**config.mk**
```make
export PLATFORM = sky130hd
export DESIGN_NAME = prefetch_fifo
export DESIGN_NICKNAME = d
export VERILOG_FILES = /design/src/hdl/quad_pkg.sv /design/src/hdl/prefetch_fifo.sv
export SDC_FILE = /design/constraint.sdc
export NUM_CORES = 1
export LEC_CHECK = 0
export ABC_CLOCK_PERIOD_IN_PS = 19500
export BUFFER_PORTS_ARGS = -buffer_cell sky130_fd_sc_hd__buf_4
export CORE_ASPECT_RATIO = 0.6
export CORE_MARGIN = 4
export CORE_UTILIZATION = 61
export DETAILED_ROUTE_END_ITERATION = 8
export PLACE_DENSITY = 0.88
export SLEW_MARGIN = 20
export SYNTH_ARGS = -nofsm -noshare
export SYNTH_HDL_FRONTEND = slang
export SYNTH_SLANG_ARGS = --single-unit
```
**constraint.sdc**
```tcl
create_clock -name clk_if -period 19.5 [get_ports clk_if]
set_input_delay 2.925 -clock clk_if [delete_from_list [all_inputs] [get_ports clk_if]]
set_output_delay 2.925 -clock clk_if [all_outputs]
set_load 0.02 [all_outputs]
```
**src/hdl/quad_pkg.sv**
```systemverilog
package quad_pkg;

    //////////////////////////////
    // Datapath sizes
    //////////////////////////////

    // Compute-engine lanes per pixel word
    parameter int NUM_LANES      = 8;
    parameter int PIXEL_WIDTH    = 16;

    // Default depths, overridden from the top level
    parameter int ROW_DEPTH_DEF  = 512;
    parameter int FIFO_DEPTH_DEF = 16;

    // Sequence memory, 128-bit words
    parameter int SEQ_WORDS      = 512;
    // Lane select bits in a sequence address
    parameter int SEQ_LANE_BITS  = $clog2(NUM_LANES);

    //////////////////////////////
    // Types
    //////////////////////////////

    // One word across all lanes, lane 0 in the low bits
    typedef logic [NUM_LANES-1:0][PIXEL_WIDTH-1:0] pixel_word_t;

    typedef logic [8:0]  col_t;

    // Word index in [11:3], lane in [2:0]
    typedef logic [11:0] seq_addr_t;

    // One 16-bit sequence entry
    typedef struct packed {
        logic [6:0] reserved;
        col_t       col;
    } seq_entry_t;

    // Per-job settings from the main state machine
    typedef struct packed {
        col_t      num_cols;
        seq_addr_t seq_len;
    } job_params_t;

    typedef enum logic [2:0] {
        ST_IDLE,
        ST_FETCH_REQ,
        ST_FETCH,
        ST_LOAD_DRAIN,
        ST_EMIT,
        ST_JOB_DONE
    } ctrl_state_t;

endpackage

```
**src/hdl/prefetch_fifo.sv**
```systemverilog
`timescale 1ns/100ps

module prefetch_fifo #(
    parameter int FIFO_DEPTH = 16
) (
    input  logic                   clk_if,
    input  logic                   rst,
    input  logic                   fetch_active,
    input  logic                   pixel_valid,
    output logic                   pixel_ready,
    input  quad_pkg::pixel_word_t  pixel_data,
    input  logic                   fifo_pop,
    output quad_pkg::pixel_word_t  fifo_data,
    output logic                   fifo_empty
);

    localparam int AW = $clog2(FIFO_DEPTH);
    localparam int CW = $clog2(FIFO_DEPTH + 1);

    quad_pkg::pixel_word_t mem [FIFO_DEPTH];

    logic [AW-1:0] wr_ptr;
    logic [AW-1:0] rd_ptr;
    logic [CW-1:0] count;
    logic          full;
    logic          push;
    logic          pop;

    assign full       = count == CW'(FIFO_DEPTH);
    assign fifo_empty = count == '0;

    // Pixel port open only during a fetch, closed when full
    assign pixel_ready = pixel_valid && fetch_active && !full;
    assign push        = pixel_valid && pixel_ready;
    assign pop         = fifo_pop && !fifo_empty;

    // Show-ahead, head word visible before the pop
    assign fifo_data = mem[rd_ptr];

    always_ff @(posedge clk_if) begin
        if (push) begin
            mem[wr_ptr] <= pixel_data;
        end
    end

    //////////////////////////////
    // Pointers and occupancy
    //////////////////////////////

    always_ff @(posedge clk_if) begin
        if (rst) begin
            wr_ptr <= '0;
            rd_ptr <= '0;
            count  <= '0;
        end else begin
            if (push) begin
                wr_ptr <= (wr_ptr == AW'(FIFO_DEPTH - 1)) ? '0 : wr_ptr + 1'b1;
            end
            if (pop) begin
                rd_ptr <= (rd_ptr == AW'(FIFO_DEPTH - 1)) ? '0 : rd_ptr + 1'b1;
            end
            // Simultaneous push and pop leave count alone
            case ({push, pop})
                2'b10:   count <= count + 1'b1;
                2'b01:   count <= count - 1'b1;
                default: count <= count;
            endcase
        end
    end

endmodule

```
# [Word level (Yosys, flattened, before mapping)]
# Memory sizes are Yosys's and may differ from the RTL's. A register that Yosys moved wholly into a read port is not among the register bits.
# Index checks and enable logic that the tools add are counted.
[word_totals] ff_bits=13 wordCells=28 output_inout_bits=130 inputBits=133 n_memories=1 ramBits=2048
[memory_table] name="mem" depth=16 word_bits=128 read_ports=1 rd_clocked_by_memory_dff=1 write_ports=1 line="prefetch_fifo.sv:20" text="quad_pkg::pixel_word_t mem [FIFO_DEPTH];"
[op_classes] n_addsub=4 muxes=7 eq_ne=5 n_reduce_logical=8
[ops] op="$mux W4" n=4
[ops] op="$pmux W5 S2" n=1
[ops] op="$add A4 B1 Y4 const B" n=2
[ops] op="$eq A4 B4 Y1 const B" n=2
[ops] op="$add A5 B1 Y5 const B" n=1
[ops] op="$eq A5 B5 Y1 const B" n=1
[ops] op="$logic_not A5 Y1" n=1
[ops] op="$sub A5 B1 Y5 const B" n=1
[ops] op="$logic_and A1 B1 Y1" n=4
[ops] op="$eq A2 B1 Y1 const B" n=1
[ops] op="$eq A2 B2 Y1 const B" n=1
[ops] op="$logic_not A1 Y1" n=2
[ops] op="$mux W1" n=2
[ops] op="$reduce_bool A2 Y1" n=1

# [Longest topological paths before layout]
[logic_depth] depth_word=6 ltp_mapped=12 ltp_nobuf=10

# [Least setup slack after synthesis]
# OpenSTA, ideal clock, no wires.
[synth_path] path_type="input port to flip-flop" startpoint="input pixel_valid" endpoint="memory mem[3][0] in the netlist's numbering, enable pin" t_required_ns=18.572 path_buffers=0 arrival_time_ns=15.607 setup_slack_ns=2.965 path_stages=4 setup_time_ns=0.928 cell_sequence="nand2_1 a21oi_2 inv_2 nor4_1"
[synth_via] elab_chain_cells=5
[synth_lines] item="from (decl)" line="prefetch_fifo.sv:9" text="input logic pixel_valid,"
[synth_lines] item="$logic_and A1 B1 Y1 (2 in series)" line="prefetch_fifo.sv:33" text="assign pixel_ready = pixel_valid && fetch_active && !full;"
[synth_lines] item="via pixel_ready" line="prefetch_fifo.sv:10" text="output logic pixel_ready,"
[synth_lines] item="$logic_and A1 B1 Y1" line="prefetch_fifo.sv:34" text="assign push = pixel_valid && pixel_ready;"
[synth_lines] item="$mux W1" line="prefetch_fifo.sv:41" text="if (push) begin"
[synth_lines] item="$mux W1 (not written as such)" line="prefetch_fifo.sv:42" text="mem[wr_ptr] <= pixel_data;"
[synth_lines] item="to (decl)" line="prefetch_fifo.sv:20"
# The timed path passes the listed nets, and every way through them passes these cells.

==> results_dict.tcl <==
set metrics [dict create \
    powerDensity_mw_per_mm2 118.0 \
    clock.fmax_ghz 0.1197 \
    clk_pin_slew_worst_paths_ns 0.07 \
    drtIter0Drc 6161 \
    dp_hpwl_um 90280 \
    port_buffers 262 \
    synthCells 3253 \
    peakVddDrop_mv 0.1097 \
    synth_ff_type "edfxtp_1" \
    synth_fp_nets 3394 \
    synth_seq_cells 2065 \
    ff2ff_setup_slack_ns 14.93 \
    wl_met2_um 96660 \
    min_path_cells 2 \
    status "complete, no violations" \
    dp.cells 5074 \
    overflow 0 \
    cts_setup_buffers 0 \
    cpMostUsedCell "buf_4" \
    cp.buffers_inverters 4 \
    drcViolationCount 0 \
    fin_worst_skew_ns 0.02677 \
    core-area_mm2 0.1250 \
    tritoncts "done" \
    stdcell_area_mm2 0.08664 \
    cp.required_ns 16.57 \
    yosys_warnings 0 \
    worstReg2RegStart "count[2]$_SDFFE_PP0P_" \
    routedWlPerCell_um 35.18 \
    grt_pass1_vias 39050 \
    worstPathCellList "buf_12 -> buf_4 -> buf_4 -> mux4_2 -> a22oi_1 -> nand2_1 -> buf_4" \
    report.final.setup_viol 0 \
    ant_nets 0 \
    dieArea_mm2 0.1329 \
    rows 100 \
    ioPinCount 263 \
    met3WireLength_um 20650 \
    grt_util_all_layers_pct 29.08 \
    startpoint_type "flop" \
    async_flop_share_pct 0 \
    nNetsFinal 3705 \
    p_leak_nw 26.85 \
    via_count 37470 \
    fin_cells 5406 \
    synth_cell_types 49 \
    fin_crit_ns 8.355 \
    crit_slowest_cell "dfxtp_4" \
    dr.pass1.iters 6 \
    grt_max_degree 120 \
    routed.top_layer "met5" \
    start_util_pct 61.96 \
    crit_fanout 117 \
    vias_per_cell 6.930 \
    syn_to_final_growth_pct 11.87 \
    max_slew_margin_pct 23.36 \
    syn_area_mm2 0.07745 \
    rsz0062_at_grt "no" \
    avgSynthCellArea_um2 23.81 \
    r2r_end "mem[2][48]$_DFFE_PP_" \
    clock_sinks 2065 \
    finalCritPeriodShare_pct 42.84 \
    drv_cap 0 \
    cts_made_buffers 170 \
    gp_congestion 0.7322 \
    hold_viol_final 0 \
    slew_violations 0 \
    routed_wl_um 190200 \
    antenna_found_initial 21 \
    worstPathArrival_ns 5.43 \
    ys_seq_area_share_pct 79.85 \
    ctsHoldBuffers 0 \
    power_mw 10.22 \
    die-width_um 468.0 \
    critPathTopFamily "buffers and inverters" \
    dpl_cell_area_mm2 0.08121 \
    worstSetupPathType "reg -> out" \
    end_kind "output pin" \
    root_buffer "clkbuf_16" \
    clkLatencyLatePin_ns 0.81 \
    tns_ns 0 \
    slowest_delay_ns 0.94 \
    cts_buffer_depth 3 \
    grt_pass1_wl_um 277000 \
    synth_edf_count 2048 \
    max_slew.worst_pin.slew_ns 1.150 \
    cts_resized 0 \
    htreeDepth 4 \
    ff2ff_path_depth 7 \
    drive_above_1_share_pct 29.81 \
    die_h_um 284.0 \
    drt-met1-wl_um 65870 \
    worstHoldPathType "reg -> reg" \
    worstHoldStart "rd_ptr[3]$_SDFFE_PP0N_" \
]
[worst max path at each step]
stage | from | cells past startpoint | slack [ns] | endpoint
finish | flop | 7 | 11.15 | fifo_data[64]
global route | flop | 7 | 10.58 | fifo_data[64]
CTS | flop | 7 | 10.93 | fifo_data[64]
detailed placement | flop | 7 | 11.80 | fifo_data[64]
global placement | flop | 7 | 11.87 | fifo_data[64]
floorplan | pixel_valid | 4 | 2.97 | mem[3][0]$_DFFE_PP_
[final cells by class]
cell class	count	area (um2)
timing repair buffer	318	2535
inverter	6	22.52
clock buffer	208	4439
antenna	20	50.05
clock inverter	103	912.1
fill	6988	38360
tap	1683	2106
sequential	2065	61850
multi-input combinational	1003	14720
[per-stage QoR]
stage          util [%]  worst slack [ns]  hold slack, ns
2_1_floorplan         -             2.965          0.4720
3_5_place_dp      64.97             11.80          0.5185
6_report          69.31             11.15          0.5094
3_3_place_gp      64.92             11.87          0.5067
4_1_cts           69.25             10.93          0.5257
5_1_grt           69.30             10.58          0.5328
[synth_stat cells (2+ instances only)]
master / n / area [um2]
ha_1: 8 / 100.1
a21oi_1: 7 / 35.03
xor2_1: 4 / 35.03
mux2i_1: 4 / 40.04
mux4_2: 512 / 11530
nand2_1: 116 / 435.4
xnor2_1: 2 / 17.52
buf_4: 11 / 82.58
o22ai_1: 35 / 219.0
clkbuf_1: 83 / 311.6
buf_6: 24 / 270.3
nor2_1: 30 / 112.6
inv_1: 5 / 18.77
nor4_1: 2 / 12.51
a31oi_1: 2 / 12.51
a22oi_1: 222 / 1667
edfxtp_1: 2048 / 61500
buf_2: 41 / 205.2
nor4b_1: 2 / 17.52
buf_1: 20 / 75.07
and4_1: 4 / 35.03
dfxtp_1: 17 / 340.3
nor3_1: 2 / 10.01
or2_2: 2 / 12.51
nor3b_1: 3 / 22.52
nand2b_1: 6 / 37.54
nor2b_1: 5 / 31.28
and2_1: 13 / 81.33
o21ai_0: 3 / 15.01
[cells in the final DEF, fill, tap and decap left out, types with 7 or more instances in the layout]
| cell | instances |
|---|---|
| diode_2 | 20 |
| dfxtp_1 | 14 |
| edfxtp_1 | 2048 |
| a21oi_1 | 7 |
| clkbuf_16 | 172 |
| ha_1 | 8 |
| bufinv_16 | 12 |
| buf_12 | 7 |
| and2_4 | 12 |
| o22ai_1 | 35 |
| clkinv_8 | 7 |
| nor2_1 | 28 |
| buf_4 | 308 |
| a22oi_1 | 222 |
| nand2_1 | 116 |
| mux4_2 | 512 |
| clkinv_2 | 36 |
| clkbuf_1 | 36 |
| clkinv_1 | 36 |
[registers in the layout, indices dropped and copies added, names as in the netlist, named ones only]
| register | count |
|---|---|
| wr_ptr | 4 |
| count | 5 |
| mem | 2048 |
| rd_ptr | 4 |
[metal layers]
| layer | vias to the layer above | global-route usage (%) |
|---|---|---|
| met5 | - | 0 |
| li1 | 14650 | - |
| met4 | 8 | 11.19 |
| met3 | 371 | 5.481 |
| met1 | 19550 | 40.26 |
| met2 | 2892 | 46.98 |
[where the power goes]
part	internal, mW	switching, mW	total (mW)
Combinational	0.878	0.982	1.86
Sequential	4.94	0.0595	5.00
Clock	1.79	1.57	3.36
[kinds of logic (layout without fill, tap and decap cells)]
group	after synthesis	after routing	synth area share (%)
compound gates	280	280	2.638
xor+xnor	6	6	0.06785
fa+ha+maj	8	8	0.1292
buf+inv	185	635	1.249
flops	2065	2065	79.85
mux	517	517	14.96
other cells	0	20	0
simple gates	192	192	1.115
[worst min-delay path, delay by kind of cell, from the launching register on]
kind,cells,cell delay [ns]
DFF,1,0.31
AOI/OAI and AO/OA,2,0.15
(Power assumes the default switching activity.)
