$ cat src/hdl/quad_pkg.sv
package quad_pkg;

    //////////////////////////////
    // Datapath sizes
    //////////////////////////////

    // Compute-engine lanes per pixel word
    parameter int NUM_LANES      = 8;
    parameter int PIXEL_WIDTH    = 16;

    // Default depths, overridden from the top level
    parameter int ROW_DEPTH_DEF  = 512;
    parameter int FIFO_DEPTH_DEF = 16;

    // Sequence memory, 128-bit words
    parameter int SEQ_WORDS      = 512;
    // Lane select bits in a sequence address
    parameter int SEQ_LANE_BITS  = $clog2(NUM_LANES);

    //////////////////////////////
    // Types
    //////////////////////////////

    // One word across all lanes, lane 0 in the low bits
    typedef logic [NUM_LANES-1:0][PIXEL_WIDTH-1:0] pixel_word_t;

    typedef logic [8:0]  col_t;

    // Word index in [11:3], lane in [2:0]
    typedef logic [11:0] seq_addr_t;

    // One 16-bit sequence entry
    typedef struct packed {
        logic [6:0] reserved;
        col_t       col;
    } seq_entry_t;

    // Per-job settings from the main state machine
    typedef struct packed {
        col_t      num_cols;
        seq_addr_t seq_len;
    } job_params_t;

    typedef enum logic [2:0] {
        ST_IDLE,
        ST_FETCH_REQ,
        ST_FETCH,
        ST_LOAD_DRAIN,
        ST_EMIT,
        ST_JOB_DONE
    } ctrl_state_t;

endpackage

$ cat src/hdl/quad_ctrl.sv
`timescale 1ns/100ps

module quad_ctrl (
    input  logic                   clk_if,
    input  logic                   rst,
    input  logic                   job_start,
    output logic                   job_accept,
    input  quad_pkg::job_params_t  job_parameters,
    output logic                   job_fetch_request,
    input  logic                   job_fetch_ack,
    input  logic                   job_fetch_complete,
    output logic                   job_complete,
    input  logic                   job_complete_ack,
    output logic                   fetch_active,
    output logic                   fifo_pop,
    input  logic                   fifo_empty,
    output logic                   row_wr_en,
    output quad_pkg::col_t         row_wr_col,
    output logic                   seq_rd_en,
    output quad_pkg::seq_addr_t    seq_rd_addr,
    input  quad_pkg::seq_entry_t   seq_entry,
    output logic                   row_rd_en,
    output quad_pkg::col_t         row_rd_col,
    input  logic                   row_rd_ready,
    input  logic                   results_drained
);

    quad_pkg::ctrl_state_t state;
    quad_pkg::job_params_t params_q;

    // Next column to load
    quad_pkg::col_t        wr_col;
    // Next sequence entry to read
    quad_pkg::seq_addr_t   issue_idx;

    // Entry on seq_entry not yet turned into a row read
    logic entry_pending;
    logic walk_done;
    logic loading;

    //////////////////////////////
    // Row load
    //////////////////////////////

    assign fetch_active = state == quad_pkg::ST_FETCH;
    assign job_complete = state == quad_pkg::ST_JOB_DONE;

    // Drain the FIFO during and after the fetch
    assign loading  = (state == quad_pkg::ST_FETCH) || (state == quad_pkg::ST_LOAD_DRAIN);
    assign fifo_pop = loading && !fifo_empty;

    // Beats past num_cols are popped and dropped
    assign row_wr_en  = fifo_pop && (wr_col < params_q.num_cols);
    assign row_wr_col = wr_col;

    //////////////////////////////
    // Sequence walk
    //////////////////////////////

    // Row read as soon as the output queue has room
    assign row_rd_en  = entry_pending && row_rd_ready;
    assign row_rd_col = seq_entry.col;

    // At most one entry fetched ahead of its row read
    assign seq_rd_en = (state == quad_pkg::ST_EMIT)
                       && (issue_idx < params_q.seq_len)
                       && (!entry_pending || row_rd_en);
    assign seq_rd_addr = issue_idx;

    assign walk_done = (issue_idx == params_q.seq_len) && !entry_pending;

    // Job settings, captured with the accept
    always_ff @(posedge clk_if) begin
        if ((state == quad_pkg::ST_IDLE) && job_start) begin
            params_q <= job_parameters;
        end
    end

    //////////////////////////////
    // Job FSM
    //////////////////////////////

    always_ff @(posedge clk_if) begin
        if (rst) begin
            state             <= quad_pkg::ST_IDLE;
            job_accept        <= 1'b0;
            job_fetch_request <= 1'b0;
            entry_pending     <= 1'b0;
            wr_col            <= '0;
            issue_idx         <= '0;
        end else begin
            // One-cycle accept pulse
            job_accept <= 1'b0;

            if (seq_rd_en) begin
                entry_pending <= 1'b1;
            end else if (row_rd_en) begin
                entry_pending <= 1'b0;
            end
            if (seq_rd_en) begin
                issue_idx <= issue_idx + 1'b1;
            end
            if (row_wr_en) begin
                wr_col <= wr_col + 1'b1;
            end

            case (state)
                quad_pkg::ST_IDLE: begin
                    if (job_start) begin
                        job_accept <= 1'b1;
                        wr_col     <= '0;
                        issue_idx  <= '0;
                        state      <= quad_pkg::ST_FETCH_REQ;
                    end
                end
                quad_pkg::ST_FETCH_REQ: begin
                    // Request rises the cycle after accept
                    job_fetch_request <= 1'b1;
                    if (job_fetch_request && job_fetch_ack) begin
                        job_fetch_request <= 1'b0;
                        state             <= quad_pkg::ST_FETCH;
                    end
                end
                quad_pkg::ST_FETCH: begin
                    if (job_fetch_complete) begin
                        state <= quad_pkg::ST_LOAD_DRAIN;
                    end
                end
                quad_pkg::ST_LOAD_DRAIN: begin
                    if (fifo_empty) begin
                        state <= quad_pkg::ST_EMIT;
                    end
                end
                quad_pkg::ST_EMIT: begin
                    // Wait until every result has left the queue
                    if (walk_done && results_drained) begin
                        state <= quad_pkg::ST_JOB_DONE;
                    end
                end
                quad_pkg::ST_JOB_DONE: begin
                    if (job_complete_ack) begin
                        state <= quad_pkg::ST_IDLE;
                    end
                end
                default: state <= quad_pkg::ST_IDLE;
            endcase
        end
    end

endmodule

$ cat config.mk
export PLATFORM = sky130hd
export DESIGN_NAME = quad_ctrl
export DESIGN_NICKNAME = d
export VERILOG_FILES = /design/src/hdl/quad_pkg.sv /design/src/hdl/quad_ctrl.sv
export SDC_FILE = /design/constraint.sdc
export NUM_CORES = 1
export LEC_CHECK = 0
export ABC_AREA = 1
export CAP_MARGIN = 15
export CORE_UTILIZATION = 30
export CTS_CLUSTER_DIAMETER = 100
export CTS_CLUSTER_SIZE = 10
export DETAILED_ROUTE_END_ITERATION = 8
export DONT_BUFFER_PORTS = 1
export MAX_ROUTING_LAYER = met4
export SYNTH_ARGS = -nofsm -noshare
export SYNTH_HDL_FRONTEND = slang
export SYNTH_SLANG_ARGS = --single-unit
$ cat constraint.sdc
create_clock -name clk_if -period 1.8 [get_ports clk_if]
set_input_delay 0.09 -clock clk_if [delete_from_list [all_inputs] [get_ports clk_if]]
set_output_delay 0.09 -clock clk_if [all_outputs]
set_load 0.005 [all_outputs]
# Word level (Yosys, flattened, before mapping)
# Index checks and enable logic that the tools add are counted.
[totals] ff_bits=48 in_bits=46 output_inout_bits=38 wordCells=59
[classes] n_addsub=2 magnitude_cmp=2 eq_ne=12 mux=17 n_bitwise=1 n_reduce_logical=17
[op_table] op="$mux W12" n=3
[op_table] op="$mux W9" n=3
[op_table] op="$mux W3" n=6
[op_table] op="$pmux W3 S6" n=1
[op_table] op="$add A12 B1 Y12 const B" n=1
[op_table] op="$eq A12 B12 Y1" n=1
[op_table] op="$lt A12 B12 Y1" n=1
[op_table] op="$add A9 B1 Y9 const B" n=1
[op_table] op="$logic_and A1 B1 Y1" n=9
[op_table] op="$lt A9 B9 Y1" n=1
[op_table] op="$ne A2 B2 Y1 const B" n=4
[op_table] op="$eq A3 B2 Y1 const B" n=2
[op_table] op="$eq A3 B3 Y1 const B" n=2
[op_table] op="$reduce_and A6 Y1" n=1
[op_table] op="$mux W1" n=4
[op_table] op="$ne A2 B1 Y1 const B" n=2
[op_table] op="$eq A3 B1 Y1 const B" n=1
[op_table] op="$logic_not A3 Y1" n=1
[op_table] op="$logic_not A1 Y1" n=2
[op_table] op="$logic_or A1 B1 Y1" n=2
[op_table] op="$reduce_bool A2 Y1" n=1
[op_table] op="$reduce_or A2 Y1" n=1
[op_table] op="$not A1 Y1" n=1

# Depth between registers and ports, before layout
[logic_depth] ltp_word=7 depth_mapped=14 depth_no_buf=14

# Worst setup path after synthesis
# No wires, ideal clock.
[synth_path] path_kind="reg-to-reg" startpoint="register state[2]" endpoint="register params_q[0] (netlist name) (enable)" t_arrival_ns=1.509 t_required_ns=1.401 setup_slack_ns=-0.107 stages_incl_launch_ff=5 n_path_buf=1 period_less_slack_ns=1.907 path_cell_list="dfxtp_1 -> buf_4 -> inv_8 -> nand3_1 -> nor2_1"
[synth_between] elab_chain_cells=2
[synth_lines] element="from (decl)" line="quad_ctrl.sv:28" rtl="quad_pkg::ctrl_state_t state;"
[synth_lines] element="from (signal assigned)" line="quad_ctrl.sv:85" rtl="state <= quad_pkg::ST_IDLE;"
[synth_lines] element="from (signal assigned)" line="quad_ctrl.sv:113" rtl="state <= quad_pkg::ST_FETCH_REQ;"
[synth_lines] element="from (signal assigned)" line="quad_ctrl.sv:121" rtl="state <= quad_pkg::ST_FETCH;"
[synth_lines] element="$logic_not A3 Y1" line="quad_ctrl.sv:74" rtl="if ((state == quad_pkg::ST_IDLE) && job_start) begin"
[synth_lines] element="$logic_and A1 B1 Y1" line="quad_ctrl.sv:74"
[synth_lines] element="to (signal assigned)" line="quad_ctrl.sv:75" rtl="params_q <= job_parameters;"
[synth_lines] element="to (decl)" line="quad_ctrl.sv:29" rtl="quad_pkg::job_params_t params_q;"
# Every way passes these cells.
# A chain may end at the register's enable or synchronous reset.

# Worst setup path after layout
[layout_path] startpoint="register params_q[7] (netlist name)" endpoint="output port seq_rd_en"
[layout_between] elab_chain_cells=3
[layout_lines] element="$lt A12 B12 Y1" line="quad_ctrl.sv:66" rtl="&& (issue_idx < params_q.seq_len)"
[layout_lines] element="$logic_and A1 B1 Y1" line="quad_ctrl.sv:66"
[layout_lines] element="$logic_and A1 B1 Y1" line="quad_ctrl.sv:67" rtl="&& (!entry_pending || row_rd_en);"
[layout_lines] element="to (decl)" line="quad_ctrl.sv:19" rtl="output logic seq_rd_en,"
# Every way passes these cells.

==> summary.md <==
| Metric | Value |
|---|---|
| Clock Latency Late Sink | `0.30 ns` |
| Max VDD drop | `0.481 mV` |
| All-Layer GR Usage | `13.0%` |
| Pwr per Cell Area | `993 nW/um^2` |
| Via density per instance | `4.47` |
| Input/output buffers | `0` |
| Net count, final | `472` |
| Die footprint | `9660 sq um` |
| Fmax | `598 MHz` |
| H-tree depth | `2` |
| Simple-gate area share of the yosys netlist | `28.9%` |
| Buffer levels on the longest clock path | `2` |
| Setup WS pre-CTS | `0.0863 ns` |
| Worst-path cell chain | `inv_1, ha_1, nand2_1, inv_1, nand2_1, nand2_1, nand2_2, nand4_4, inv_2` |
| Tot Pwr | `3400 uW` |
| Vias in the first global route | `2264` |
| DRT antenna net count | `0` |
| Mean post-synth cell area | `7.64 sq um` |
| Clock transition at path regs | `0.10 ns` |
| Root Driver | `clkbuf_8` |
| Post-Syn Instances | `364` |
| Largest net degree at the start of global routing | `15` |
| TNS Setup | `0 ns` |
| Hold WC Path Type | `primary input to flop` |
| Chip height | `98.3 microns` |
| Final hold viol count | `0` |
| Largest family of logic cells by synthesized area | `simple AND/OR/NAND/NOR gates` |
| Reg2Reg Depth | `12` |
| #FFs+latches synth | `48` |
| Xor-xnor portion of the synthesized cell area | `0.630%` |
| Max_slew headroom | `76.4%` |
| Hpwl dp | `4410 microns` |
| Distinct cells, synth | `26` |
| Leakage power | `0.00158 uW` |
| Worst R2R Setup Slack | `0.13 ns` |
| FF-to-FF Start | `params_q[8]` |
| Max FO, Critical Path | `6` |
| Hold path depth | `2` |
| Synth Area in Compound Gates | `4.14%` |
| Sinks on Clock Net | `48` |
| Setup CP Type | `flop to output pin` |
| Row count | `34` |
| Ys Warns | `0` |
| Iteration-0 DRC Markers | `92` |
| Hold Crit Start | `job_start` |
| Vias | `2295` |
| Unrepaired setup endpoints after global routing | `yes` |
| Worst Skew | `0.00920 ns` |
| Setup Viol. Count Final | `0` |
| Synth-to-layout area growth | `23.2%` |
| Initial antenna violation count | `0` |
| Antenna fix cells | `0` |
| DRC violations left | `7` |
| Outcome | `complete, but fails checks` |
| IO Count | `84` |
| Final WS setup | `0.127 ns` |
| Core Area | `8850 sq um` |
| Hold WS | `0.0280 ns` |
| Final Max Tran Viols | `0` |
| CP max stage cell | `edfxtp_1` |
| CTS tree | `built` |
| Global-route wire length before repair | `9780 microns` |
| Tmin final | `1.67 ns` |
| Critical Path End Type | `output pin` |
| Placed Area | `2960 sq um` |
| Adder-Cell Fraction of Synth Area | `9.90%` |
| Final GP Congestion | `0.806` |
| CP Launch Type | `flop` |
| Fill count | `905` |
| Die width | `98.3 microns` |
| Syn_nets | `432` |
| Mux share of post-synthesis cell area | `0%` |
| Total Wirelength | `5940 microns` |
| Max_cap viols | `0` |
| Worst Setup SP | `params_q[7]` |
| Slowest stage delay, CP | `0.37 ns` |
| Layout cells sized above 1 | `15.8%` |
| Hold EP | `job_accept` |
| Initial Util | `31.4%` |
| Worst Tran Pin Value | `0.351 ns` |
| RR Endpoint | `seq_rd_addr[11]` |
| WP data required | `1.71 ns` |
| Gr ovfl total | `0` |
| DRT Pass-1 Iters | `9` |
| Seq/Total Area, Yosys | `42.1%` |
| WP data arrival | `1.58 ns` |
| Cts bufs inserted | `5` |
| FF+latch area | `1170 sq um` |
| Most Frequent Cell on Critical Path | `nand2_1` |
| Failing checks | `DRC` |
| Final Cycle Share | `92.9%` |
| Area of the multi-input gates | `1300 sq um` |
| DR WL/cell | `11.6 microns` |
| Mapped cell area | `2780 sq um` |
| Cell area after layout | `3430 sq um` |
-- registers in the layout, indices dropped and copies added (netlist names) --
name               count
entry_pending          1
job_accept             1
job_fetch_request      1
params_q              21
row_wr_col             9
seq_rd_addr           12
state                  3
-- per-layer routing --
metal / GRT usage (%) / vias to the layer above / part of all wire [%]
li1: - / 1216 / -
met1: 14.2 / 1012 / 43
met2: 22.3 / 65 / 50
met3: 4.08 / 2 / 7.0
met4: 4.59 / 0 / 0.40
met5: - / - / 0
-- metrics by stage --
| step | cells | utilization, % |
|---|---|---|
| 5_1_grt | 513 | 38.7 |
| 3_3_place_gp | 478 | 33.4 |
| 3_5_place_dp | 478 | 33.4 |
| 4_1_cts | 509 | 37.6 |
| 2_1_floorplan | 364 | - |
| 6_report | 513 | 38.7 |
-- how the worst max path moves through the flow --
stage | cells past startpoint | to
finish | 9 | seq_rd_en
global route | 12 | seq_rd_addr[10]
CTS | 9 | row_wr_en
detailed placement | 12 | seq_rd_addr[6]
global placement | 12 | seq_rd_addr[10]
floorplan | 4 | params_q[0]
-- Yosys cell counts --
cell type  count  share of area, %
nand3_1       21               3.8
nor3_1         9               1.6
buf_6          1              0.41
edfxtp_1      21                23
nor3_4         1              0.59
nand4_1        9               2.0
inv_8          1              0.41
inv_4          1              0.23
nor4_1         1              0.23
buf_4         11               3.0
ha_1          22               9.9
buf_2          1              0.18
inv_1         70               9.5
nand2_4        1              0.41
clkbuf_8       1              0.49
xor2_1         2              0.63
nor2_2         1              0.23
nor2_4         3               1.2
inv_2          1              0.13
nand4_2        1              0.45
o21ai_0        7               1.3
nand2_1       82                11
nand2_2        2              0.45
a21oi_1       16               2.9
dfxtp_1       27                19
nor2_1        51               6.9
-- placed cells by master (no fill, tap or decap), drive strengths merged, types with 10 or more instances in the layout --
cell type    synthesis  layout
buf                 13      23
nand4               10      10
nor2                55      56
edfxtp              21      21
a21oi               16      16
nand2               85      85
nand3               21      21
dlygate4sd3          0      23
ha                  22      22
nor3                10      10
dfxtp               27      27
inv                 73      73
-- cell families after synthesis --
group                    count (synthesis)
flip-flops                              48
buffers and inverters                   87
adder cells (fa/ha/maj)                 22
AND/OR/NAND/NOR                        182
XOR/XNOR                                 2
AO/OA/AOI/OAI                           23
-- timing repair --
item	CTS	global route
endpoints found under the hold margin	27	0
hold buffers	23	0
gates cloned	0	1
endpoints found under the setup margin	1	15
buffers inserted	0	3
resized for setup	2	23
pin swaps	0	8
-- report_power, final --
| part | internal, uW | total [uW] | switching (uW) |
|---|---|---|---|
| Combinational | 410 | 1050 | 643 |
| Clock | 491 | 853 | 363 |
| Sequential | 1370 | 1500 | 126 |
| Total | 2270 | 3400 | 1130 |
-- critical path: cells and delay by family, from the launching register on --
family        cells  cell delay, ns
buf+inv           3            0.19
simple gates      5            0.49
flops             1            0.37
fa+ha+maj         1            0.23
-- layout make-up --
cell class,instances,share of cell area (%)
multi-input cells,230,38.1
flip-flops and latches,48,34.3
repair buffers,46,11.8
inverters,73,8.29
well taps,108,3.94
clock buffers,7,2.81
clock inverters,1,0.877
(Power assumes the default switching activity.)
